<file path="src/verilog/ice_bus_pkg.sv">
package ice_bus_pkg;

	// Pin count of the GPIO block
	localparam int GPIO_WIDTH = 8;

	// Frame type codes, ASCII letters on the host link
	localparam logic [7:0] TYPE_VERSION    = 8'h56;
	localparam logic [7:0] TYPE_POWER      = 8'h50;
	localparam logic [7:0] TYPE_GPIO_WRITE = 8'h67;
	localparam logic [7:0] TYPE_GPIO_READ  = 8'h47;
	localparam logic [7:0] TYPE_GPIO_EVENT = 8'h65;
	localparam logic [7:0] TYPE_NAK        = 8'h4E;

	// Returned by a version query
	localparam logic [7:0] VERSION_MAJOR = 8'h01;
	localparam logic [7:0] VERSION_MINOR = 8'h04;

	// Broadcast from the bus controller to every responder
	typedef struct packed {
		logic [7:0] type_code;
		logic [7:0] data;
		logic       data_valid;
		logic       frame_valid;
	} ma_bus_t;

	// Reply request from one responder slot to the arbiter
	typedef struct packed {
		logic       request;
		logic [7:0] type_code;
		logic [7:0] len;
	} sl_req_t;

	// One queued pin-change event
	typedef struct packed {
		logic [GPIO_WIDTH-1:0] pins;
	} gpio_event_t;

endpackage

</file>
<file path="src/verilog/sync_fifo.sv">
`timescale 1ns/1ps

module sync_fifo #(
	parameter type T = logic [7:0],
	parameter int DEPTH = 4
) (
	input  logic clk,
	input  logic reset,
	input  logic push,
	input  T     push_data,
	input  logic pop,
	output T     pop_data,
	output logic empty,
	output logic full
);

	localparam int AW = (DEPTH > 1) ? $clog2(DEPTH) : 1;

	T mem [DEPTH];
	logic [AW-1:0] wr_ptr;
	logic [AW-1:0] rd_ptr;
	logic [AW:0] count;

	// Head entry visible without a pop
	assign pop_data = mem[rd_ptr];
	assign empty = (count == '0);
	assign full = (count == (AW + 1)'(DEPTH));

	always_ff @(posedge clk) begin
		if (push) begin
			mem[wr_ptr] <= push_data;
		end
	end

	always_ff @(posedge clk) begin
		if (reset) begin
			wr_ptr <= '0;
			rd_ptr <= '0;
			count <= '0;
		end else begin
			if (push) begin
				wr_ptr <= (wr_ptr == AW'(DEPTH - 1)) ? '0 : wr_ptr + 1'b1;
			end
			if (pop) begin
				rd_ptr <= (rd_ptr == AW'(DEPTH - 1)) ? '0 : rd_ptr + 1'b1;
			end
			// Simultaneous push and pop leave the fill level alone
			count <= count + (AW + 1)'(push) - (AW + 1)'(pop);
		end
	end

	assert property (@(posedge clk) disable iff (reset) push |-> !full);
	assert property (@(posedge clk) disable iff (reset) pop |-> !empty);

endmodule

</file>
<file path="src/verilog/ice_bus_controller.sv">
`timescale 1ns/1ps

module ice_bus_controller (
	input  logic                 clk,
	input  logic                 reset,
	input  logic [7:0]           host_rx_data,
	input  logic                 host_rx_valid,
	output logic                 host_rx_ready,
	input  logic                 resp_busy,
	output ice_bus_pkg::ma_bus_t ma,
	output ice_bus_pkg::sl_req_t nak_req,
	input  logic                 nak_grant,
	input  logic                 nak_take,
	output logic [7:0]           nak_data
);

	typedef enum logic [1:0] {RX_HDR, RX_LEN, RX_PAY} rx_state_t;
	typedef enum logic [2:0] {P_HDR, P_LEN, P_PAY, P_END, P_WAIT} p_state_t;

	rx_state_t rx_state;
	p_state_t state;
	logic [7:0] rx_rem;
	logic [7:0] fifo_head;
	logic fifo_empty;
	logic fifo_full;
	logic push;
	logic pop;
	logic head_is_cmd;
	logic known;
	logic [7:0] type_q;
	logic [7:0] remaining;
	logic [1:0] wait_cnt;
	logic nak_pending;

	// Input side tracks frame boundaries so stalls hit only headers
	assign host_rx_ready = !fifo_full && !((rx_state == RX_HDR) && resp_busy);
	assign push = host_rx_valid && host_rx_ready;

	always_ff @(posedge clk) begin
		if (reset) begin
			rx_state <= RX_HDR;
			rx_rem <= '0;
		end else if (push) begin
			case (rx_state)
				RX_HDR: rx_state <= RX_LEN;
				RX_LEN: begin
					rx_rem <= host_rx_data;
					rx_state <= (host_rx_data == 8'd0) ? RX_HDR : RX_PAY;
				end
				default: begin
					rx_rem <= rx_rem - 1'b1;
					if (rx_rem == 8'd1) begin
						rx_state <= RX_HDR;
					end
				end
			endcase
		end
	end

	sync_fifo #(
		.T(logic [7:0]),
		.DEPTH(4)
	) u_rx_fifo (
		.clk(clk),
		.reset(reset),
		.push(push),
		.push_data(host_rx_data),
		.pop(pop),
		.pop_data(fifo_head),
		.empty(fifo_empty),
		.full(fifo_full)
	);

	// Only the four command codes get broadcast
	assign head_is_cmd = (fifo_head == ice_bus_pkg::TYPE_VERSION) ||
		(fifo_head == ice_bus_pkg::TYPE_POWER) ||
		(fifo_head == ice_bus_pkg::TYPE_GPIO_WRITE) ||
		(fifo_head == ice_bus_pkg::TYPE_GPIO_READ);

	// New header waits for the previous reply to drain
	assign pop = !fifo_empty && (((state == P_HDR) && !resp_busy) ||
		(state == P_LEN) || (state == P_PAY));

	always_ff @(posedge clk) begin
		if (reset) begin
			state <= P_HDR;
			known <= 1'b0;
			remaining <= '0;
			wait_cnt <= '0;
			nak_pending <= 1'b0;
		end else begin
			case (state)
				P_HDR: begin
					if (pop) begin
						known <= head_is_cmd;
						state <= P_LEN;
					end
				end
				P_LEN: begin
					if (pop) begin
						remaining <= fifo_head;
						state <= (fifo_head == 8'd0) ? P_END : P_PAY;
					end
				end
				P_PAY: begin
					if (pop) begin
						remaining <= remaining - 1'b1;
						if (remaining == 8'd1) begin
							state <= P_END;
						end
					end
				end
				P_END: begin
					if (!known) begin
						nak_pending <= 1'b1;
					end
					wait_cnt <= 2'd1;
					state <= P_WAIT;
				end
				default: begin
					// Covers the gap until a responder request shows up
					if (wait_cnt == 2'd0) begin
						state <= P_HDR;
					end else begin
						wait_cnt <= wait_cnt - 1'b1;
					end
				end
			endcase
			// NAK carries one byte, so one take ends it
			if (nak_pending && nak_grant && nak_take) begin
				nak_pending <= 1'b0;
			end
		end
	end

	always_ff @(posedge clk) begin
		if ((state == P_HDR) && pop) begin
			type_q <= fifo_head;
		end
	end

	always_comb begin
		ma.type_code = type_q;
		ma.data = fifo_head;
		ma.frame_valid = known && ((state == P_LEN) || (state == P_PAY) || (state == P_END));
		ma.data_valid = known && (state == P_PAY) && !fifo_empty;
	end

	assign nak_req = '{request: nak_pending, type_code: ice_bus_pkg::TYPE_NAK, len: 8'd1};
	// Offending type byte, held until the NAK is sent
	assign nak_data = type_q;

endmodule

</file>
<file path="src/verilog/basics_int.sv">
`timescale 1ns/1ps

module basics_int (
	input  logic                 clk,
	input  logic                 reset,
	input  ice_bus_pkg::ma_bus_t ma,
	output ice_bus_pkg::sl_req_t sl_req,
	input  logic                 sl_grant,
	input  logic                 sl_take,
	output logic [7:0]           sl_data,
	output logic [2:0]           power_sw
);

	logic own_type;
	logic mine;
	logic fv_d;
	logic fall_q;
	logic [7:0] cur_type;
	logic [7:0] nbytes;
	logic [7:0] first_byte;
	logic idx;

	assign own_type = (ma.type_code == ice_bus_pkg::TYPE_VERSION) ||
		(ma.type_code == ice_bus_pkg::TYPE_POWER);

	always_ff @(posedge clk) begin
		if (ma.frame_valid && own_type) begin
			cur_type <= ma.type_code;
		end
		if (ma.data_valid && (nbytes == 8'd0)) begin
			first_byte <= ma.data;
		end
	end

	always_ff @(posedge clk) begin
		if (reset) begin
			mine <= 1'b0;
			fv_d <= 1'b0;
			fall_q <= 1'b0;
			nbytes <= '0;
			idx <= 1'b0;
			sl_req <= '0;
			power_sw <= '0;
		end else begin
			fv_d <= ma.frame_valid;
			if (ma.frame_valid) begin
				mine <= own_type;
			end
			// Act one cycle after frame_valid drops
			fall_q <= fv_d && !ma.frame_valid && mine;
			if (ma.frame_valid && !fv_d) begin
				nbytes <= '0;
			end else if (ma.data_valid) begin
				nbytes <= nbytes + 1'b1;
			end
			if (fall_q) begin
				idx <= 1'b0;
				if (cur_type == ice_bus_pkg::TYPE_VERSION) begin
					sl_req <= '{request: 1'b1, type_code: cur_type, len: 8'd2};
				end else begin
					sl_req <= '{request: 1'b1, type_code: cur_type, len: 8'd0};
					// Bad length still gets an ack, switches stay put
					if (nbytes == 8'd1) begin
						power_sw <= first_byte[2:0];
					end
				end
			end else if (sl_req.request && sl_grant) begin
				if (sl_req.len == 8'd0) begin
					sl_req.request <= 1'b0;
				end else if (sl_take) begin
					idx <= idx + 1'b1;
					if ({7'd0, idx} == sl_req.len - 8'd1) begin
						sl_req.request <= 1'b0;
					end
				end
			end
		end
	end

	// Major first, then minor
	assign sl_data = idx ? ice_bus_pkg::VERSION_MINOR : ice_bus_pkg::VERSION_MAJOR;

	// Arbiter relies on type and length holding while it waits
	assert property (@(posedge clk) disable iff (reset)
		sl_req.request && !sl_grant |=> sl_req.request && $stable(sl_req));

endmodule

</file>
<file path="src/verilog/gpio_int.sv">
`timescale 1ns/1ps

module gpio_int (
	input  logic                                clk,
	input  logic                                reset,
	input  ice_bus_pkg::ma_bus_t                ma,
	input  logic [ice_bus_pkg::GPIO_WIDTH-1:0]  gpio_in,
	output logic [ice_bus_pkg::GPIO_WIDTH-1:0]  gpio_out,
	output logic [ice_bus_pkg::GPIO_WIDTH-1:0]  gpio_oe,
	output ice_bus_pkg::sl_req_t                sl_req,
	input  logic                                sl_grant,
	input  logic                                sl_take,
	output logic [7:0]                          sl_data
);

	logic [ice_bus_pkg::GPIO_WIDTH-1:0] sync_a, sync_b, prev, int_en, pend_byte;
	logic [7:0] pay [3];
	logic [7:0] cur_type;
	logic [7:0] nbytes;
	logic own_type, mine, fv_d, fall_q;
	logic cmd_pend;
	logic evt_push, evt_pop, evt_empty, evt_full;
	ice_bus_pkg::gpio_event_t evt_head;
	ice_bus_pkg::sl_req_t cmd_req;

	assign own_type = (ma.type_code == ice_bus_pkg::TYPE_GPIO_WRITE) ||
		(ma.type_code == ice_bus_pkg::TYPE_GPIO_READ);

	// Two-stage sync, then edge compare on enabled pins
	always_ff @(posedge clk) begin
		sync_a <= gpio_in;
		sync_b <= sync_a;
		prev <= sync_b;
		if (ma.frame_valid && own_type) cur_type <= ma.type_code;
		if (ma.data_valid && (nbytes < 8'd3)) pay[nbytes[1:0]] <= ma.data;
		if (fall_q) pend_byte <= sync_b;
		// Reply byte follows whatever gets loaded into the slot
		if (!sl_req.request) sl_data <= fall_q ? sync_b : (cmd_pend ? pend_byte : evt_head.pins);
	end

	assign evt_push = (|((sync_b ^ prev) & int_en)) && !evt_full;
	// Command replies take the slot before queued events
	assign evt_pop = !sl_req.request && !fall_q && !cmd_pend && !evt_empty;
	assign cmd_req = '{request: 1'b1, type_code: cur_type,
		len: (cur_type == ice_bus_pkg::TYPE_GPIO_READ) ? 8'd1 : 8'd0};

	sync_fifo #(
		.T(ice_bus_pkg::gpio_event_t),
		.DEPTH(4)
	) u_evt_fifo (
		.clk(clk),
		.reset(reset),
		.push(evt_push),
		.push_data(ice_bus_pkg::gpio_event_t'(sync_b)),
		.pop(evt_pop),
		.pop_data(evt_head),
		.empty(evt_empty),
		.full(evt_full)
	);

	always_ff @(posedge clk) begin
		if (reset) begin
			{mine, fv_d, fall_q, cmd_pend} <= '0;
			nbytes <= '0;
			sl_req <= '0;
			{gpio_out, gpio_oe, int_en} <= '0;
		end else begin
			fv_d <= ma.frame_valid;
			if (ma.frame_valid) mine <= own_type;
			fall_q <= fv_d && !ma.frame_valid && mine;
			if (ma.frame_valid && !fv_d) nbytes <= '0;
			else if (ma.data_valid) nbytes <= nbytes + 1'b1;
			// Level, direction, enable in payload order
			if (fall_q && (cur_type == ice_bus_pkg::TYPE_GPIO_WRITE) && (nbytes == 8'd3)) begin
				gpio_out <= pay[0];
				gpio_oe <= pay[1];
				int_en <= pay[2];
			end
			if (fall_q && sl_req.request) cmd_pend <= 1'b1;
			if (sl_req.request) begin
				// Every reply here is at most one byte long
				if (sl_grant && ((sl_req.len == 8'd0) || sl_take)) sl_req.request <= 1'b0;
			end else if (fall_q) begin
				sl_req <= cmd_req;
			end else if (cmd_pend) begin
				sl_req <= cmd_req;
				cmd_pend <= 1'b0;
			end else if (!evt_empty) begin
				sl_req <= '{request: 1'b1, type_code: ice_bus_pkg::TYPE_GPIO_EVENT, len: 8'd1};
			end
		end
	end

endmodule

</file>
<file path="src/verilog/response_arbiter.sv">
`timescale 1ns/1ps

module response_arbiter #(
	parameter int NUM_RESP = 3
) (
	input  logic                 clk,
	input  logic                 reset,
	input  ice_bus_pkg::sl_req_t req [NUM_RESP],
	output logic [NUM_RESP-1:0]  grant,
	output logic [NUM_RESP-1:0]  take,
	input  logic [7:0]           data [NUM_RESP],
	output logic                 resp_busy,
	output logic [7:0]           host_tx_data,
	output logic                 host_tx_valid,
	output logic                 host_tx_last,
	input  logic                 host_tx_ready
);

	localparam int SEL_W = (NUM_RESP > 1) ? $clog2(NUM_RESP) : 1;

	typedef enum logic [2:0] {S_IDLE, S_TYPE, S_EVT, S_LEN, S_PAY} state_t;

	state_t state;
	logic [SEL_W-1:0] sel;
	logic [SEL_W-1:0] pick;
	logic any_req;
	logic [7:0] type_q;
	logic [7:0] len_q;
	logic [7:0] cnt;
	logic [7:0] evt_num;
	logic accept;

	// Lowest index wins
	always_comb begin
		any_req = 1'b0;
		pick = '0;
		for (int i = NUM_RESP - 1; i >= 0; i--) begin
			if (req[i].request) begin
				any_req = 1'b1;
				pick = SEL_W'(i);
			end
		end
	end

	// Header is type, event number, length
	always_comb begin
		host_tx_valid = (state != S_IDLE);
		host_tx_last = 1'b0;
		take = '0;
		case (state)
			S_TYPE: host_tx_data = type_q;
			S_EVT: host_tx_data = evt_num;
			S_LEN: begin
				host_tx_data = len_q;
				host_tx_last = (len_q == 8'd0);
			end
			S_PAY: begin
				host_tx_data = data[sel];
				host_tx_last = (cnt == len_q - 8'd1);
				take[sel] = host_tx_ready;
			end
			default: host_tx_data = 8'h00;
		endcase
	end

	assign accept = host_tx_valid && host_tx_ready;
	assign resp_busy = any_req || (state != S_IDLE);

	always_ff @(posedge clk) begin
		if ((state == S_IDLE) && any_req) begin
			type_q <= req[pick].type_code;
			len_q <= req[pick].len;
		end
	end

	always_ff @(posedge clk) begin
		if (reset) begin
			state <= S_IDLE;
			grant <= '0;
			sel <= '0;
			cnt <= '0;
			evt_num <= '0;
		end else begin
			case (state)
				S_IDLE: begin
					if (any_req) begin
						grant <= NUM_RESP'(1) << pick;
						sel <= pick;
						state <= S_TYPE;
					end
				end
				S_TYPE: if (accept) state <= S_EVT;
				S_EVT: if (accept) state <= S_LEN;
				S_LEN: begin
					cnt <= '0;
					if (accept) state <= S_PAY;
				end
				default: if (accept) cnt <= cnt + 1'b1;
			endcase
			// Last byte out releases the slot and bumps the event number
			if (accept && host_tx_last) begin
				grant <= '0;
				evt_num <= evt_num + 1'b1;
				state <= S_IDLE;
			end
		end
	end

	// Stalled byte holds, including the payload byte the responder presents
	assert property (@(posedge clk) disable iff (reset)
		host_tx_valid && !host_tx_ready |=>
			host_tx_valid && $stable(host_tx_data) && $stable(host_tx_last));

endmodule

</file>
<file path="src/verilog/ice_bus.sv">
`timescale 1ns/1ps

module ice_bus (
	input  logic                               clk,
	input  logic                               reset,
	input  logic [7:0]                         host_rx_data,
	input  logic                               host_rx_valid,
	output logic                               host_rx_ready,
	output logic [7:0]                         host_tx_data,
	output logic                               host_tx_valid,
	output logic                               host_tx_last,
	input  logic                               host_tx_ready,
	output logic [2:0]                         power_sw,
	input  logic [ice_bus_pkg::GPIO_WIDTH-1:0] gpio_in,
	output logic [ice_bus_pkg::GPIO_WIDTH-1:0] gpio_out,
	output logic [ice_bus_pkg::GPIO_WIDTH-1:0] gpio_oe
);

	localparam int NUM_RESP = 3;

	// Slot 0 NAK, slot 1 basics, slot 2 GPIO
	ice_bus_pkg::ma_bus_t ma;
	ice_bus_pkg::sl_req_t req [NUM_RESP];
	logic [7:0] resp_data [NUM_RESP];
	logic [NUM_RESP-1:0] grant;
	logic [NUM_RESP-1:0] take;
	logic resp_busy;

	ice_bus_controller u_ctrl (
		.clk(clk), .reset(reset),
		.host_rx_data(host_rx_data), .host_rx_valid(host_rx_valid),
		.host_rx_ready(host_rx_ready), .resp_busy(resp_busy), .ma(ma),
		.nak_req(req[0]), .nak_grant(grant[0]), .nak_take(take[0]), .nak_data(resp_data[0])
	);

	basics_int u_basics (
		.clk(clk), .reset(reset), .ma(ma),
		.sl_req(req[1]), .sl_grant(grant[1]), .sl_take(take[1]), .sl_data(resp_data[1]),
		.power_sw(power_sw)
	);

	gpio_int u_gpio (
		.clk(clk), .reset(reset), .ma(ma),
		.gpio_in(gpio_in), .gpio_out(gpio_out), .gpio_oe(gpio_oe),
		.sl_req(req[2]), .sl_grant(grant[2]), .sl_take(take[2]), .sl_data(resp_data[2])
	);

	response_arbiter #(
		.NUM_RESP(NUM_RESP)
	) u_arb (
		.clk(clk), .reset(reset),
		.req(req), .grant(grant), .take(take), .data(resp_data), .resp_busy(resp_busy),
		.host_tx_data(host_tx_data), .host_tx_valid(host_tx_valid),
		.host_tx_last(host_tx_last), .host_tx_ready(host_tx_ready)
	);

endmodule

</file>
<file path="config.mk">
export PLATFORM = sky130hd
export DESIGN_NAME = ice_bus
export DESIGN_NICKNAME = d
export VERILOG_FILES = /design/src/verilog/ice_bus_pkg.sv /design/src/verilog/sync_fifo.sv /design/src/verilog/ice_bus_controller.sv /design/src/verilog/basics_int.sv /design/src/verilog/gpio_int.sv /design/src/verilog/response_arbiter.sv /design/src/verilog/ice_bus.sv
export SDC_FILE = /design/constraint.sdc
export NUM_CORES = 1
export LEC_CHECK = 0
export ABC_AREA = 0
export BUFFER_PORTS_ARGS = -buffer_cell sky130_fd_sc_hd__clkbuf_2
export CAP_MARGIN = 20
export CORE_UTILIZATION = 59
export CTS_CLUSTER_SIZE = 25
export DETAILED_ROUTE_END_ITERATION = 8
export HOLD_SLACK_MARGIN = 0.05
export PLACE_DENSITY_LB_ADDON = 0.15
export SLEW_MARGIN = 20
export SYNTH_ARGS = -nofsm -noshare
export SYNTH_HDL_FRONTEND = slang
export SYNTH_HIERARCHICAL = 1
export SYNTH_SLANG_ARGS = --single-unit
</file>
<file path="constraint.sdc">
create_clock -name clk -period 5.01 [get_ports clk]
set_input_delay 1.002 -clock clk [delete_from_list [all_inputs] [get_ports clk]]
set_output_delay 1.002 -clock clk [all_outputs]
set_load 0.03 [all_outputs]
</file>
Yosys cells after proc, flatten, opt, wreduce, memory -nomap -nowiden
Memories as Yosys holds them, arrays and structs flattened. A register that Yosys moved wholly into a read port is not among the register bits.
Index checks and enable logic that the tools add are counted.
- flip-flop bits (word level): 206
- bits in latches: 0
- memory bits (writable): 88
- bits in read-only memories: 0
- bits of input ports: 20
- output and inout port bits: 30
- memories: 3
- memory list (memory ; depth ; bits a word ; rd ports ; clocked after memory_dff ; wr ports ; line ; text):
    u_ctrl.u_rx_fifo.mem ; 4 ; 8 ; 1 ; 1 ; 1 ; sync_fifo.sv:19 ; T mem [DEPTH];
    u_gpio.u_evt_fifo.mem ; 4 ; 8 ; 1 ; 1 ; 1 ; sync_fifo.sv:19 ;
    u_gpio.pay ; 3 ; 8 ; 3 ; 3 ; 1 ; gpio_int.sv:17 ; logic [7:0] pay [3];
- add/sub/neg operators: 18
- multiply operators: 0
- div/mod/pow operators: 0
- order comparisons: 5
- equal/unequal tests: 41
- shifts and indexed selects: 1
- mux-type cells: 73
- bitwise logic cells: 12
- reductions and logical operators: 96
- operators by type and width (cell ; number):
    8-bit by 7-bit == test with 1-bit output, second input constant ; 11
    8-bit 2-to-1 mux ; 7
    17-bit 2-to-1 mux ; 3
    8-bit logical NOT ; 6
    8-bit one-hot mux with 2 select lines ; 3
    17-bit binary-select mux with 2-bit select ; 1
    3-bit 2-to-1 mux ; 11
    8-bit by 1-bit adder with 8-bit output, second input constant ; 4
    1-bit logical AND ; 32
    16-bit 2-to-1 mux ; 2
    8-bit one-hot mux with 4 select lines ; 1
    8-bit by 1-bit subtractor with 8-bit output, second input constant ; 4
    2-bit 2-to-1 mux ; 15
    8-bit by 1-bit == test with 1-bit output, second input constant ; 3
    3-bit one-hot mux with 4 select lines ; 2
    1-bit 2-to-1 mux ; 23
    8-bit binary-select mux with 2-bit select ; 1
    2-bit AND reduction ; 8
    2-bit by 1-bit != test with 1-bit output, second input constant ; 7
    3-bit by 2-bit == test with 1-bit output, second input constant ; 4
    3-bit logical NOT ; 4
    3-bit AND reduction ; 4
    3-bit nonzero test ; 4
    1-bit logical NOT ; 11
    other kinds (36) ; 75

Logic depth before layout (Yosys ltp)
Gate-level depths: netlist of run 1.
- word-level depth: 11
- mapped depth: 13

Modules after synthesis
The synthesis of run 1 kept the hierarchy.
- modules (own cells, without submodules) (module ; times used ; cells each ; area an instance (um2)):
    gpio_int ; 1 ; 337 ; 4305.4
    sync_fifo ; 2 ; 84 ; 1605.3
    response_arbiter ; 1 ; 296 ; 2571.2
    ice_bus_controller ; 1 ; 249 ; 2123.3
    basics_int ; 1 ; 140 ; 1559.0

Worst setup path before layout of run 1
Ideal clock, no wire load.
- kind: reg-to-reg
- start point: register u_arb.state[1]
- end point: register u_ctrl.u_rx_fifo.count[2]
- setup time: 110 ps
- data arrival time: 3122 ps
- required time: 4900 ps
- slack: 1778 ps
- cell stages (with the launch flop): 14
- period minus slack after synthesis: 3232 ps
- cell sequence: dfxtp_1 -> clkbuf_2 -> nor3_1 -> inv_1 -> or4_1 -> nand3b_1 -> nand2_1 -> ha_1 -> inv_1 -> ha_1 -> inv_1 -> fa_1 -> xnor3_1 -> nor2_1
- word-level cells in the longest chain between the ends: 8
- RTL lines (element ; line ; text):
    start: declaration ; response_arbiter.sv:23 ; state_t state;
    start signal: assignment ; response_arbiter.sv:78 ; state <= S_IDLE;
    start signal: assignment ; response_arbiter.sv:89 ; state <= S_TYPE;
    start signal: assignment ; response_arbiter.sv:92 ; S_TYPE: if (accept) state <= S_EVT;
    3-bit nonzero test ; - ;
    via host_tx_valid ; ice_bus.sv:10 ; output logic host_tx_valid,
    1-bit logical OR ; response_arbiter.sv:67 ; assign resp_busy = any_req || (state != S_IDLE);
    via resp_busy ; ice_bus.sv:27 ; logic resp_busy;
    1-bit logical NOT ; ice_bus_controller.sv:81 ; assign pop = !fifo_empty && (((state == P_HDR) && !resp_busy) ||
    1-bit logical AND ; ice_bus_controller.sv:81 ;
    1-bit logical OR ; ice_bus_controller.sv:81 ;
    1-bit logical OR ; ice_bus_controller.sv:82 ; (state == P_LEN) || (state == P_PAY));
    1-bit logical AND ; ice_bus_controller.sv:81 ;
    via u_ctrl.pop ; ice_bus_controller.sv:27 ; logic pop;
    3-bit by 1-bit subtractor with 3-bit output ; sync_fifo.sv:48 ; count <= count + (AW + 1)'(push) - (AW + 1)'(pop);
    end signal: assignment ; sync_fifo.sv:48 ;
    end: declaration ; sync_fifo.sv:22 ; logic [AW:0] count;
The timed path passes the listed nets, and every way through them passes these cells.
A chain may end at the register's enable or synchronous reset.

Final worst setup path of run 1
- start point: register u_arb.state[0]
- end point: output host_rx_ready
- word-level cells in the longest chain between the ends: 5
- RTL lines (element ; line ; text):
    3-bit nonzero test ; response_arbiter.sv:67 ;
    1-bit logical OR ; response_arbiter.sv:67 ;
    via resp_busy ; ice_bus.sv:27 ;
    1-bit logical AND ; ice_bus_controller.sv:36 ; assign host_rx_ready = !fifo_full && !((rx_state == RX_HDR) && resp_busy);
    1-bit logical NOT ; ice_bus_controller.sv:36 ;
    1-bit logical AND ; ice_bus_controller.sv:36 ;
    end: declaration ; ice_bus.sv:8 ; output logic host_rx_ready,
The timed path passes the listed nets, and every way through them passes these cells.

==> results.md, run 1 <==
Flow run
* number of violations of the max-capacitance limit: 0

Yosys
* Synth top cells by count: 162 x dfxtp_1, 147 x edfxtp_1, 85 x mux2i_1, 85 x nor2_1, 70 x nand2_1
* xor and xnor area share after synthesis: 0.0274
* synth top area cells: edfxtp_1 32%, dfxtp_1 24%, mux2i_1 6.2%, nand2b_1 2.8%, ha_1 2.6%
* cell type contributing the most total cell area after synthesis: edfxtp_1
* share of the yosys chip area belonging to registers: 0.556
* netlist area before placement: 13,800 um2
* Yosys top cell area share: 0.321
* number of enable-type register cells in the synthesized netlist: 147
* combinational family with the most area after synthesis: simple AND/OR/NAND/NOR gates
* simple-gate share of the synthesized area: 0.150
* Synth Register Bits: 309
* fraction of the mapped netlist area in compound gates: 0.0885
* Yosys cell types: 81
* dominant register cell in the synthesized netlist: dfxtp_1
* share of flip-flops with an asynchronous set or reset after synthesis: 0
* number of cells produced by synthesis: 1,190
* share of synthesized cell area in full adder, half adder and majority cells: 0.0293
* most numerous cell in the Yosys netlist: dfxtp_1
* mean cell area of the mapped netlist: 11.6 um2
* mux cell area share after synthesis: 0.0896
* YS warnings: 6

Critical path
* delay of the slowest critical-path stage: 0.73 ns
* startpoint kind of the worst setup timing path: register
* r2r endpoint: u_ctrl/u_rx_fifo/count[2]$_SDFF_PP0_
* type of the setup path with the least slack: reg -> out
* number of cell instances on the worst register-to-register path: 12
* Crit path arrival time: 2.99 ns
* Worst Setup End Kind: primary output
* count of buffer and inverter cells on the critical path: 2
* Critical Path Source: u_arb/state[0]$_SDFFE_PP0P_
* cell chain of the critical path: nor3_1 > inv_1 > or4_1 > a21oi_1 > clkbuf_2
* crit-path leading delay family: simple AND/OR/NAND/NOR gates
* reg-to-reg critical path startpoint: u_arb/state[0]$_SDFFE_PP0P_
* biggest fanout along the worst timing path: 14
* Critical Path End: host_rx_ready
* worst-case register-to-register setup slack: 1.22 ns
* critical path depth: 5
* cell type of the slowest stage on the worst timing path: nor3_1
* worst path required time: 4.01 ns

Timing
* final period demand of the worst path: 3.99 ns
* final number of setup-violating endpoints: 0
* unrepaired setup endpoints after global routing: no
* Relative slew margins: 0.365
* Tightest Pin Transition: 0.951 ns
* Final Cycle Share: 0.796
* Slew Viols, Final: 0
* setup TNS: 0 ns
* final worst clock skew: 0.0197 ns
* Final Worst Setup Slack: 1.02 ns
* final hold viol count: 0
* worst hold slack across all endpoints: 0.317 ns
* maximum clock frequency: 0.251 GHz

GRT
* grt ovf: 0
* met3 track utilization from global routing: 0.0347
* global-route wire length before repair: 42,800 um
* maximum number of pins on one net before global-route repair: 79
* GRT Util Overall: 0.226
* met1 Track Usage GR: 0.311
* most used routing layer: met2
* met2 global-route usage: 0.376
* number of antenna violations at the first check in global routing: 0
* via count of the first global-routing pass: 8,286

Final layout
* multi-input logic area: 5450 um2
* non-filler cells, final: 1,555
* area used by sequential logic in the layout: 7660 um2
* filler cell count in the final layout: 1,737
* number of nets in the layout: 1,268
* number of inserted diodes: 0
* share of final-layout standard cells stronger than drive strength 1: 0.130
* Area Growth Syn to Fin: 9.77%

CTS
* maximum buffer depth of the clock tree: 3
* Root Buffer Master: clkbuf_16
* number of buffers added by the clock tree synthesis step: 34
* clock network latency to the later pin of the worst-skew pair: 0.50 ns
* CTS clock-pin slew for the worst setup and hold paths: 0.06 ns
* CTS tree: yes
* Gates resized, CTS repair: 0
* post-CTS setup repair buffer count: 0
* Clock Sink Count: 309
* H-Tree Level Count: 2
* hold bufs inserted after CTS: 0

Power and ir drop
* ratio of total power to cell area: 518 nW/um2
* Internal: 5.37 mW
* part of the total power dissipated in sequential elements: 0.447
* net switching fraction of the power: 0.314
* clock share of power: 0.318
* maximum resistive drop on vdd: 429 uV
* Static Leakage: 5.27 nW
* overall power of the completed layout: 7.83 mW
* relative contribution of combinational cells to total power: 0.235
* Psw: 2.46 mW

Floorplanning
* Die Wd: 155 um
* placeable core region: 22,800 um2
* Die Height: 155 um
* initial cell density of the core: 0.605
* num ports: 50
* Std-Cell Rows: 55
* Die ar.: 24,000 um2

Run status
* outcome: complete, no violations

Routing
* Routed Antenna Nets: 0
* routed length per placed instance: 17.0 um
* DRC Markers: 0
* number of vias per cell after detailed routing: 5.51
* wire length after detailed routing: 26,500 um
* via count: 8,565
* starting DRC count in detailed routing: 637
* total iterations of the first detailed-routing run: 5

Placement
* instance count after placement with tap cells included: 1,494
* setup slack after placement: 1.29 ns
* count of buffers inserted at the top-level ports: 49
* detailed placement HPWL: 18,200 um
* routability cong.: 0.847

Hold path
* Hold/Removal Path Class: reg -> reg

==> stage by stage <==
stage | util | cell area, um2
floorplan | - | 13900
global placement | 0.613 | 14000
detailed placement | 0.613 | 14000
CTS | 0.663 | 15100
global route | 0.664 | 15100
finish | 0.664 | 15100
==> kinds of logic (layout without fill, tap and decap cells) <==
family                     after synthesis  in the layout
other                                    4             36
buffers and inverters                  140            160
adders and majority gates               31             31
xor gates and xnor gates                40             40
and+or+nand+nor                        372            372
muxes                                  103            103
AOI/OAI and AO/OA                      191            191
DFF                                    309            309
==> power by group through the flow <==
stage | sequential [mW] | combinational, mW | clock, mW
3_3_place_gp | 3.53 | 1.79 | 0
5_1_grt | 3.55 | 2.04 | 2.63
2_1_floorplan | 3.31 | 1.62 | 0
6_report | 3.50 | 1.84 | 2.49
4_1_cts | 3.49 | 1.84 | 2.53
3_5_place_dp | 3.54 | 1.83 | 0
==> area by class of cell <==
type | count | share of cell area
well taps | 313 | 0.0259
multi-input cells | 773 | 0.361
clock inverters | 11 | 0.00877
repair buffers | 57 | 0.0204
clock buffers | 50 | 0.0671
flip-flops and latches | 309 | 0.507
inverters | 42 | 0.0104
==> layer usage <==
metal,routed length (um),vias to the layer above
met4,485,0
li1,-,4258
met2,12600,200
met3,1320,40
met5,0,-
met1,12000,4067
==> worst min-delay path by stage <==
stage,startpoint,to,slack [ns],cells after the start
finish,u_gpio/sync_a[2]$_DFF_P_,u_gpio/sync_b[2]$_DFF_P_,0.32,0
global route,u_gpio/sync_a[4]$_DFF_P_,u_gpio/sync_b[4]$_DFF_P_,0.33,0
detailed placement,u_gpio/sync_a[4]$_DFF_P_,u_gpio/sync_b[4]$_DFF_P_,0.31,0
global placement,u_gpio/sync_a[0]$_DFF_P_,u_gpio/sync_b[0]$_DFF_P_,0.31,0
floorplan,u_gpio/sync_a[0]$_DFF_P_,u_gpio/sync_b[0]$_DFF_P_,0.31,0
CTS,u_gpio/sync_a[2]$_DFF_P_,u_gpio/sync_b[2]$_DFF_P_,0.32,0
==> worst reg2reg max path: stages, from the launching register on <==
cell	delay, ns
dfxtp_1	0.49
nor3_1	0.74
inv_1	0.23
or4_1	0.63
nand3b_1	0.29
nand2_1	0.16
ha_1	0.26
inv_1	0.06
ha_1	0.14
inv_1	0.06
fa_1	0.39
xnor3_1	0.20
nor2_1	0.04
==> cells in the final DEF (no fill, tap or decap), types with 5 or more instances in the layout <==
cell,Yosys,routed
clkbuf_8,1,6
o21ai_1,5,5
edfxtp_1,147,147
clkbuf_16,0,36
o22ai_1,8,8
nor4_1,7,7
o21ai_0,55,55
or3b_1,5,5
conb_1,4,36
nand2b_1,61,61
nand3_1,13,13
a21o_1,6,6
o31ai_1,8,8
clkbuf_2,3,48
ha_1,29,29
xnor2_1,10,10
inv_1,42,42
nand3b_1,6,6
mux2i_1,85,85
a31oi_1,9,9
and3_1,5,5
mux4_2,16,16
a211oi_1,5,5
nand2_1,70,70
a21oi_1,44,44
buf_4,46,9
or3_1,7,7
xor2_1,28,28
and2_1,13,13
nor2b_1,12,11
dfxtp_1,162,162
nor3b_1,13,11
clkbuf_1,26,8
a21oi_2,6,6
nand4_1,14,14
nor2_1,85,85
a22oi_1,23,23
nor3_1,23,23
or4_1,10,10
==> state kept, by name, summed over array words and instances (netlist names), 10 cells and up, named ones only <==
register	count
u_ctrl/u_rx_fifo/mem	32
u_gpio/u_evt_fifo/mem	32
u_gpio/pay	24
u_basics/sl_req	10
u_gpio/sl_req	10
No activity file was read; power rests on OpenSTA's default activity.
==> run 2, diff against run 1 <==
--- a/config.mk
+++ b/config.mk
@@ -5,7 +5,7 @@
 export SDC_FILE = /design/constraint.sdc
 export NUM_CORES = 1
 export LEC_CHECK = 0
-export ABC_AREA = 0
+export ABC_AREA = 1
 export BUFFER_PORTS_ARGS = -buffer_cell sky130_fd_sc_hd__clkbuf_2
 export CAP_MARGIN = 20
 export CORE_UTILIZATION = 59
==> constraint.sdc (replaced) <==
create_clock -name clk -period 3.8 [get_ports clk]
set_input_delay 0.76 -clock clk [delete_from_list [all_inputs] [get_ports clk]]
set_output_delay 0.76 -clock clk [all_outputs]
set_load 0.03 [all_outputs]
==> run 2 against run 1 <==
Worst hold slack worse by 0.018 ns. Worst setup slack lost 0.33 ns. Largest cell class unchanged. Count of clock-buffer cells in the layout decreased by 6. Total power increased by 37%. Critical endpoint is now host_tx_data[3].
==> results.md, run 2 <==
Final layout
* most frequent standard cell in the layout excluding fill and tap cells: nand2_1
* non-filler cells, final: 2,002, +29%
* number of nets in the layout: 1,709, +35%
* number of inserted diodes: 0, unchanged
* final design utilization: 0.660, -0.00363
* share of final-layout standard cells stronger than drive strength 1: 0.0986, -0.0318
* commonest cells after routing, fill and taps aside: 314 x nand2_1, 212 x inv_1, 184 x nor2_1
* Area Growth Syn to Fin: 9.02%

Routing
* wire length after detailed routing: 28,800 um, +9.0%
* routed length per placed instance: 14.4 um, -15%
* total iterations of the first detailed-routing run: 6, +1
* DRC Markers: 0, unchanged
* starting DRC count in detailed routing: 794, +25%
* Routed Antenna Nets: 0, unchanged
* via count: 10,400, +21%
* number of vias per cell after detailed routing: 5.18, -6.0%

Timing
* Tightest Pin Transition: 0.993 ns, +0.0418 ns
* final period demand of the worst path: 3.11 ns
* worst hold slack across all endpoints: 0.299 ns, -0.0181 ns
* Slew Viols, Final: 0, unchanged
* Relative slew margins: 0.337, -0.0279
* final hold viol count: 0, unchanged
* unrepaired setup endpoints after global routing: no
* Final Cycle Share: 0.819
* final number of setup-violating endpoints: 0, unchanged
* setup TNS: 0 ns, unchanged
* maximum clock frequency: 0.321 GHz
* final worst clock skew: 0.0196 ns, -0.000127 ns

Placement
* instance count after placement with tap cells included: 1,944, +30%
* count of buffers inserted at the top-level ports: 49, unchanged
* routability cong.: 0.900, +6.3%
* detailed placement HPWL: 20,000 um, +9.9%

CTS
* H-Tree Level Count: 1, -1
* maximum buffer depth of the clock tree: 3, unchanged
* Gates resized, CTS repair: 0, unchanged
* CTS tree: yes
* number of buffers added by the clock tree synthesis step: 31, -8.8%
* hold bufs inserted after CTS: 0, unchanged
* Root Buffer Master: clkbuf_16
* clock network latency to the later pin of the worst-skew pair: 0.56 ns, +0.06 ns
* post-CTS setup repair buffer count: 0, unchanged
* Clock Sink Count: 309, unchanged
* CTS clock-pin slew for the worst setup and hold paths: 0.06 ns, about the same

Floorplanning
* Die Height: 158 um, +1.9%
* Die Wd: 158 um, +1.9%
* initial cell density of the core: 0.605, +0.000837
* placeable core region: 23,600 um2, +3.7%
* Std-Cell Rows: 56, +1.8%
* Die ar.: 24,900 um2, +3.8%
* num ports: 50, unchanged

Run status
* outcome: complete, no violations

Critical path
* crit-path leading delay family: simple AND/OR/NAND/NOR gates
* startpoint kind of the worst setup timing path: register
* Critical Path Source: u_arb/sel[1]$_SDFFE_PP0P_
* reg-to-reg critical path startpoint: u_arb/state[0]$_SDFFE_PP0P_
* Worst Setup End Kind: primary output
* biggest fanout along the worst timing path: 18, +4
* count of buffer and inverter cells on the critical path: 2, unchanged
* Crit path arrival time: 2.35 ns, -0.64 ns
* cell type of the slowest stage on the worst timing path: nor2_1
* delay of the slowest critical-path stage: 0.50 ns, -0.23 ns
* worst path required time: 3.04 ns, -0.97 ns
* cell chain of the critical path: clkinv_1 > nor2_1 > nand2_1 > nand3_1 > nand2_1 > nand3_1 > clkbuf_2
* type of the setup path with the least slack: reg -> out

Power and ir drop
* overall power of the completed layout: 10.7 mW, +37%
* part of the total power dissipated in sequential elements: 0.429, -0.018
* Static Leakage: 6.56 nW, +25%
* ratio of total power to cell area: 688 nW/um2, +33%
* clock share of power: 0.309, -0.009
* relative contribution of combinational cells to total power: 0.262, +0.027
* Psw: 3.63 mW, +48%
* net switching fraction of the power: 0.338, +0.0244
* maximum resistive drop on vdd: 467 uV, +8.9%
* Internal: 7.09 mW, +32%

Yosys
* most numerous cell in the Yosys netlist: nand2_1
* Synth Register Bits: 309, unchanged
* YS warnings: 6, unchanged
* Yosys cell types: 54, -33%
* number of enable-type register cells in the synthesized netlist: 147, unchanged
* netlist area before placement: 14,300 um2, +3.8%
* Yosys top cell area share: 0.309, -0.0118
* synth top area cells: edfxtp_1 31%, dfxtp_1 23%, nand2_1 8.2%, inv_1 5.6%, nor2_1 4.8%
* share of the yosys chip area belonging to registers: 0.536, -0.0204
* number of cells produced by synthesis: 1,629, +37%
* cell type contributing the most total cell area after synthesis: edfxtp_1
* Synth top cells by count: 314 x nand2_1, 212 x inv_1, 184 x nor2_1
* share of flip-flops with an asynchronous set or reset after synthesis: 0, unchanged
* dominant register cell in the synthesized netlist: dfxtp_1
* mean cell area of the mapped netlist: 8.77 um2, -24%

GRT
* global-route wire length before repair: 46,800 um, +9.2%
* via count of the first global-routing pass: 9,709, +17%
* number of antenna violations at the first check in global routing: 0, unchanged
* maximum number of pins on one net before global-route repair: 38, -52%
* grt ovf: 0, unchanged
* GRT Util Overall: 0.238, +0.0119

Hold path
* hold path start: gpio_in[5]
* Hold/Removal Path Class: in -> reg

Flow run
* number of violations of the max-capacitance limit: 0, unchanged

[run 2: cell count changes after synthesis, sizes merged, moves of 20 or more]
cell    delta
nand2b    -61
nand2    +259
inv      +181
mux2i     -85
a21oi     +62
nand3    +114
nor2     +114
xor2      -20
[run 2: layout make-up]
type                            count  area, um2
Multi-Input combinational cell   1037       5260
Timing Repair Buffer               52        280
Clock buffer                       44        907
Clock inverter                     14        228
Tap cell                          319        399
Fill cell                        1936       8030
Sequential cell                   309       7660
Inverter                          227        853
[run 2: final timing paths]
check	slack, ns	cells after the start	endpoint
max	0.69	7	host_tx_data[3]
min	0.30	1	u_gpio/sync_a[5]$_DFF_P_
max reg2reg	1.13	16	u_ctrl/u_rx_fifo/count[2]$_SDFF_PP0_
min reg2reg	0.33	0	u_gpio/sync_b[4]$_DFF_P_
[run 2: cells by family (layout without fill, tap and decap cells)]
group                      Yosys count  after routing  share of synthesized area
buffers and inverters              315            337                      0.105
xor gates and xnor gates            19             19                     0.0122
and+or+nand+nor                    711            711                      0.222
other                                4             36                    0.00105
AOI/OAI and AO/OA                  240            240                     0.0960
DFF                                309            309                      0.536
adders and majority gates           31             31                     0.0282
[run 2: power by group through the flow]
stage                     combinational (mW)  sequential (mW)  clock (mW)
after floorplan                         2.41             4.41           0
after global routing                    3.18             4.65        3.49
after CTS                               2.81             4.59        3.36
after detailed placement                2.79             4.66           0
final                                   2.81             4.60        3.31
after global placement                  2.73             4.66           0
[run 2: through the flow]
stage	area (um2)	setup WS, ns
final	15600	0.687
after global routing	15600	0.457
after CTS	15600	0.681
after detailed placement	14400	1.17
after global placement	14400	1.27
after floorplan	14400	1.35
[run 2: routing by layer]
layer  global-route usage  vias to the layer above  share of wire
li1                     -                     5321              -
met3               0.0320                       53          0.040
met4               0.0624                        0          0.020
met1                0.309                     4787           0.45
met2                0.419                      205           0.49
met5                    0                        -              0
==> run 3, diff against run 2 <==
--- a/config.mk
+++ b/config.mk
@@ -8,7 +8,7 @@
 export ABC_AREA = 1
 export BUFFER_PORTS_ARGS = -buffer_cell sky130_fd_sc_hd__clkbuf_2
 export CAP_MARGIN = 20
-export CORE_UTILIZATION = 59
+export CORE_UTILIZATION = 56
 export CTS_CLUSTER_SIZE = 25
 export DETAILED_ROUTE_END_ITERATION = 8
 export HOLD_SLACK_MARGIN = 0.05
==> constraint.sdc (replaced) <==
create_clock -name clk -period 2.62 [get_ports clk]
set_input_delay 0.524 -clock clk [delete_from_list [all_inputs] [get_ports clk]]
set_output_delay 0.524 -clock clk [all_outputs]
set_load 0.03 [all_outputs]
==> run 3 against run 2 <==
Wire length shrank 0.80%. Final cell count grew 2.2%. Combinational power grew 58%. Die area grew 5.3%. Count of clock-buffer cells in the layout grew 2. Register-to-register slack lost 0.95 ns. Via count grew 0.79%. Sequential share of layout area shrank 0.88 points. Total power grew 47%. Critical path type unchanged. Largest cell class unchanged.
==> results.md, run 3 (same netlist as run 2, synthesis figures left out) <==
Final layout
* Final Cell Area: 15,900 um2, +1.9%
* share of final-layout standard cells stronger than drive strength 1: 0.123, +0.0243
* number of inserted diodes: 0, unchanged
* number of nets in the layout: 1,743, +2.0%
* final design utilization: 0.632, -0.0278
* most frequent standard cell in the layout excluding fill and tap cells: nand2_1
* Area Growth Syn to Fin: 11.0%
* non-filler cells, final: 2,046, +2.2%
* commonest cells after routing, fill and taps aside: 311 x nand2_1, 211 x inv_1, 182 x nor2_1

Timing
* setup TNS: 0 ns, unchanged
* final worst clock skew: 0.0139 ns, -0.00571 ns
* final hold viol count: 0, unchanged
* Final Cycle Share: 0.977
* final number of setup-violating endpoints: 0, unchanged
* final period demand of the worst path: 2.56 ns
* Slew Viols, Final: 0, unchanged
* unrepaired setup endpoints after global routing: yes
* Relative slew margins: 0.388, +0.0510
* worst hold slack across all endpoints: 0.120 ns, -0.179 ns
* maximum clock frequency: 0.391 GHz
* Tightest Pin Transition: 0.917 ns, -0.0762 ns

Floorplanning
* initial cell density of the core: 0.569, -0.0361
* Std-Cell Rows: 58, +3.6%
* placeable core region: 25,100 um2, +6.3%
* Die ar.: 26,200 um2, +5.3%
* Die Height: 162 um, +2.6%
* Die Wd: 162 um, +2.6%
* num ports: 50, unchanged

Critical path
* biggest fanout along the worst timing path: 4, -14
* r2r endpoint: u_ctrl/u_rx_fifo/count[2]$_SDFF_PP0_
* worst path required time: 2.10 ns, -0.94 ns
* reg-to-reg critical path startpoint: u_arb/state[0]$_SDFFE_PP0P_
* type of the setup path with the least slack: reg -> out
* worst-case register-to-register setup slack: 0.18 ns, -0.95 ns
* startpoint kind of the worst setup timing path: register
* number of cell instances on the worst register-to-register path: 16, unchanged
* Worst Setup End Kind: primary output
* Crit path arrival time: 2.04 ns, -0.31 ns

CTS
* clock network latency to the later pin of the worst-skew pair: 0.50 ns, -0.06 ns
* number of buffers added by the clock tree synthesis step: 34, +9.7%
* H-Tree Level Count: 2, +1
* Clock Sink Count: 309, unchanged
* Root Buffer Master: clkbuf_16
* CTS tree: yes
* hold bufs inserted after CTS: 0, unchanged
* CTS clock-pin slew for the worst setup and hold paths: 0.06 ns, about the same
* maximum buffer depth of the clock tree: 3, unchanged

Power and ir drop
* net switching fraction of the power: 0.337, -0.00181
* relative contribution of combinational cells to total power: 0.282, +0.020
* ratio of total power to cell area: 992 nW/um2, +44%
* part of the total power dissipated in sequential elements: 0.414, -0.015
* clock share of power: 0.304, -0.005
* Psw: 5.30 mW, +46%
* Internal: 10.5 mW, +47%
* Static Leakage: 6.73 nW, +2.6%
* maximum resistive drop on vdd: 763 uV, +63%

Hold path
* Hold/Removal Path Class: in -> reg
* hold path start: gpio_in[1]
* WHS Path Cells: 1, unchanged
* worst min-delay path endpoint: u_gpio/sync_a[1]$_DFF_P_

Run status
* outcome: complete, no violations

Routing
* routed length per placed instance: 14.0 um, -2.9%
* number of vias per cell after detailed routing: 5.11, -1.4%
* via count: 10,400, +0.79%
* wire length after detailed routing: 28,600 um, -0.80%
* starting DRC count in detailed routing: 780, -1.8%
* total iterations of the first detailed-routing run: 5, -1
* DRC Markers: 0, unchanged
* Routed Antenna Nets: 0, unchanged

GRT
* number of antenna violations at the first check in global routing: 0, unchanged
* global-route wire length before repair: 47,800 um, +2.1%
* maximum number of pins on one net before global-route repair: 33, -13%
* via count of the first global-routing pass: 9,971, +2.7%
* GRT Util Overall: 0.226, -0.0124
* grt ovf: 0, unchanged

Placement
* placed instance area: 14,600 um2, +1.4%
* routability cong.: 0.871, -3.2%
* count of buffers inserted at the top-level ports: 49, unchanged
* instance count after placement with tap cells included: 1,981, +1.9%
* detailed placement HPWL: 20,300 um, +1.5%

Flow run
* number of violations of the max-capacitance limit: 0, unchanged

[run 3: how the worst max path moves through the flow]
stage,start,endpoint,slack [ns]
floorplan,u_ctrl/state[0]$_SDFFE_PP0P_,u_gpio/pay[2][0]$_DFFE_PP_,0.17
global placement,u_arb/state[0]$_SDFFE_PP0P_,u_ctrl/u_rx_fifo/count[2]$_SDFF_PP0_,0.17
detailed placement,u_arb/state[0]$_SDFFE_PP0P_,u_ctrl/u_rx_fifo/count[2]$_SDFF_PP0_,0.10
CTS,u_arb/len_q[0]$_DFFE_PP_,host_tx_last,0.006
global route,u_arb/len_q[2]$_DFFE_PP_,host_tx_last,-0.05
finish,u_arb/len_q[0]$_DFFE_PP_,host_tx_last,0.06
[run 3: final cells by class]
| type | instances | area, um2 |
|---|---|---|
| Sequential cell | 309 | 7660 |
| Tap cell | 330 | 413 |
| Fill cell | 2156 | 9240 |
| Clock inverter | 14 | 174 |
| Multi-Input combinational cell | 1037 | 5300 |
| Inverter | 227 | 853 |
| Clock buffer | 46 | 967 |
| Timing Repair Buffer | 83 | 510 |
[run 3: timing repair]
item / CTS / global route
resized for setup: 6 / 10
gates cloned: 0 / 0
pin swaps: 2 / 1
setup endpoints to repair: 1 / 11
buffers inserted: 4 / 1
hold endpoints to repair: 0 / 0
[run 3: routing by layer]
layer | share of wire | GRT usage | vias up
met5 | 0 | 0 | -
met4 | 0.024 | 0.0759 | 0
met3 | 0.043 | 0.0317 | 52
met2 | 0.47 | 0.382 | 227
met1 | 0.46 | 0.298 | 4780
li1 | - | - | 5389
[run 3: power by group through the flow]
stage / combinational, mW / clock (mW) / sequential [mW]
2_1_floorplan: 3.49 / 0 / 6.39
3_5_place_dp: 4.34 / 0 / 6.60
5_1_grt: 5.00 / 5.10 / 6.60
4_1_cts: 4.40 / 4.91 / 6.51
6_report: 4.45 / 4.79 / 6.52
3_3_place_gp: 4.27 / 0 / 6.59
[run 3: through the flow]
step,total power [mW],setup WS (ns)
6_report,15.8,0.0606
2_1_floorplan,9.88,0.166
3_3_place_gp,10.9,0.174
3_5_place_dp,10.9,0.105
5_1_grt,16.7,-0.0545
4_1_cts,15.8,0.00605
[run 3: worst max-delay path, stage by stage, from the launching register on]
cell and delay, ns:
edfxtp_1 0.37, inv_2 0.05, ha_2 0.20, or2_1 0.24, nand3_1 0.09, nand2_2 0.07
nor2_2 0.10, and2_1 0.13, nand4_1 0.09, nand2_2 0.10, buf_8 0.12
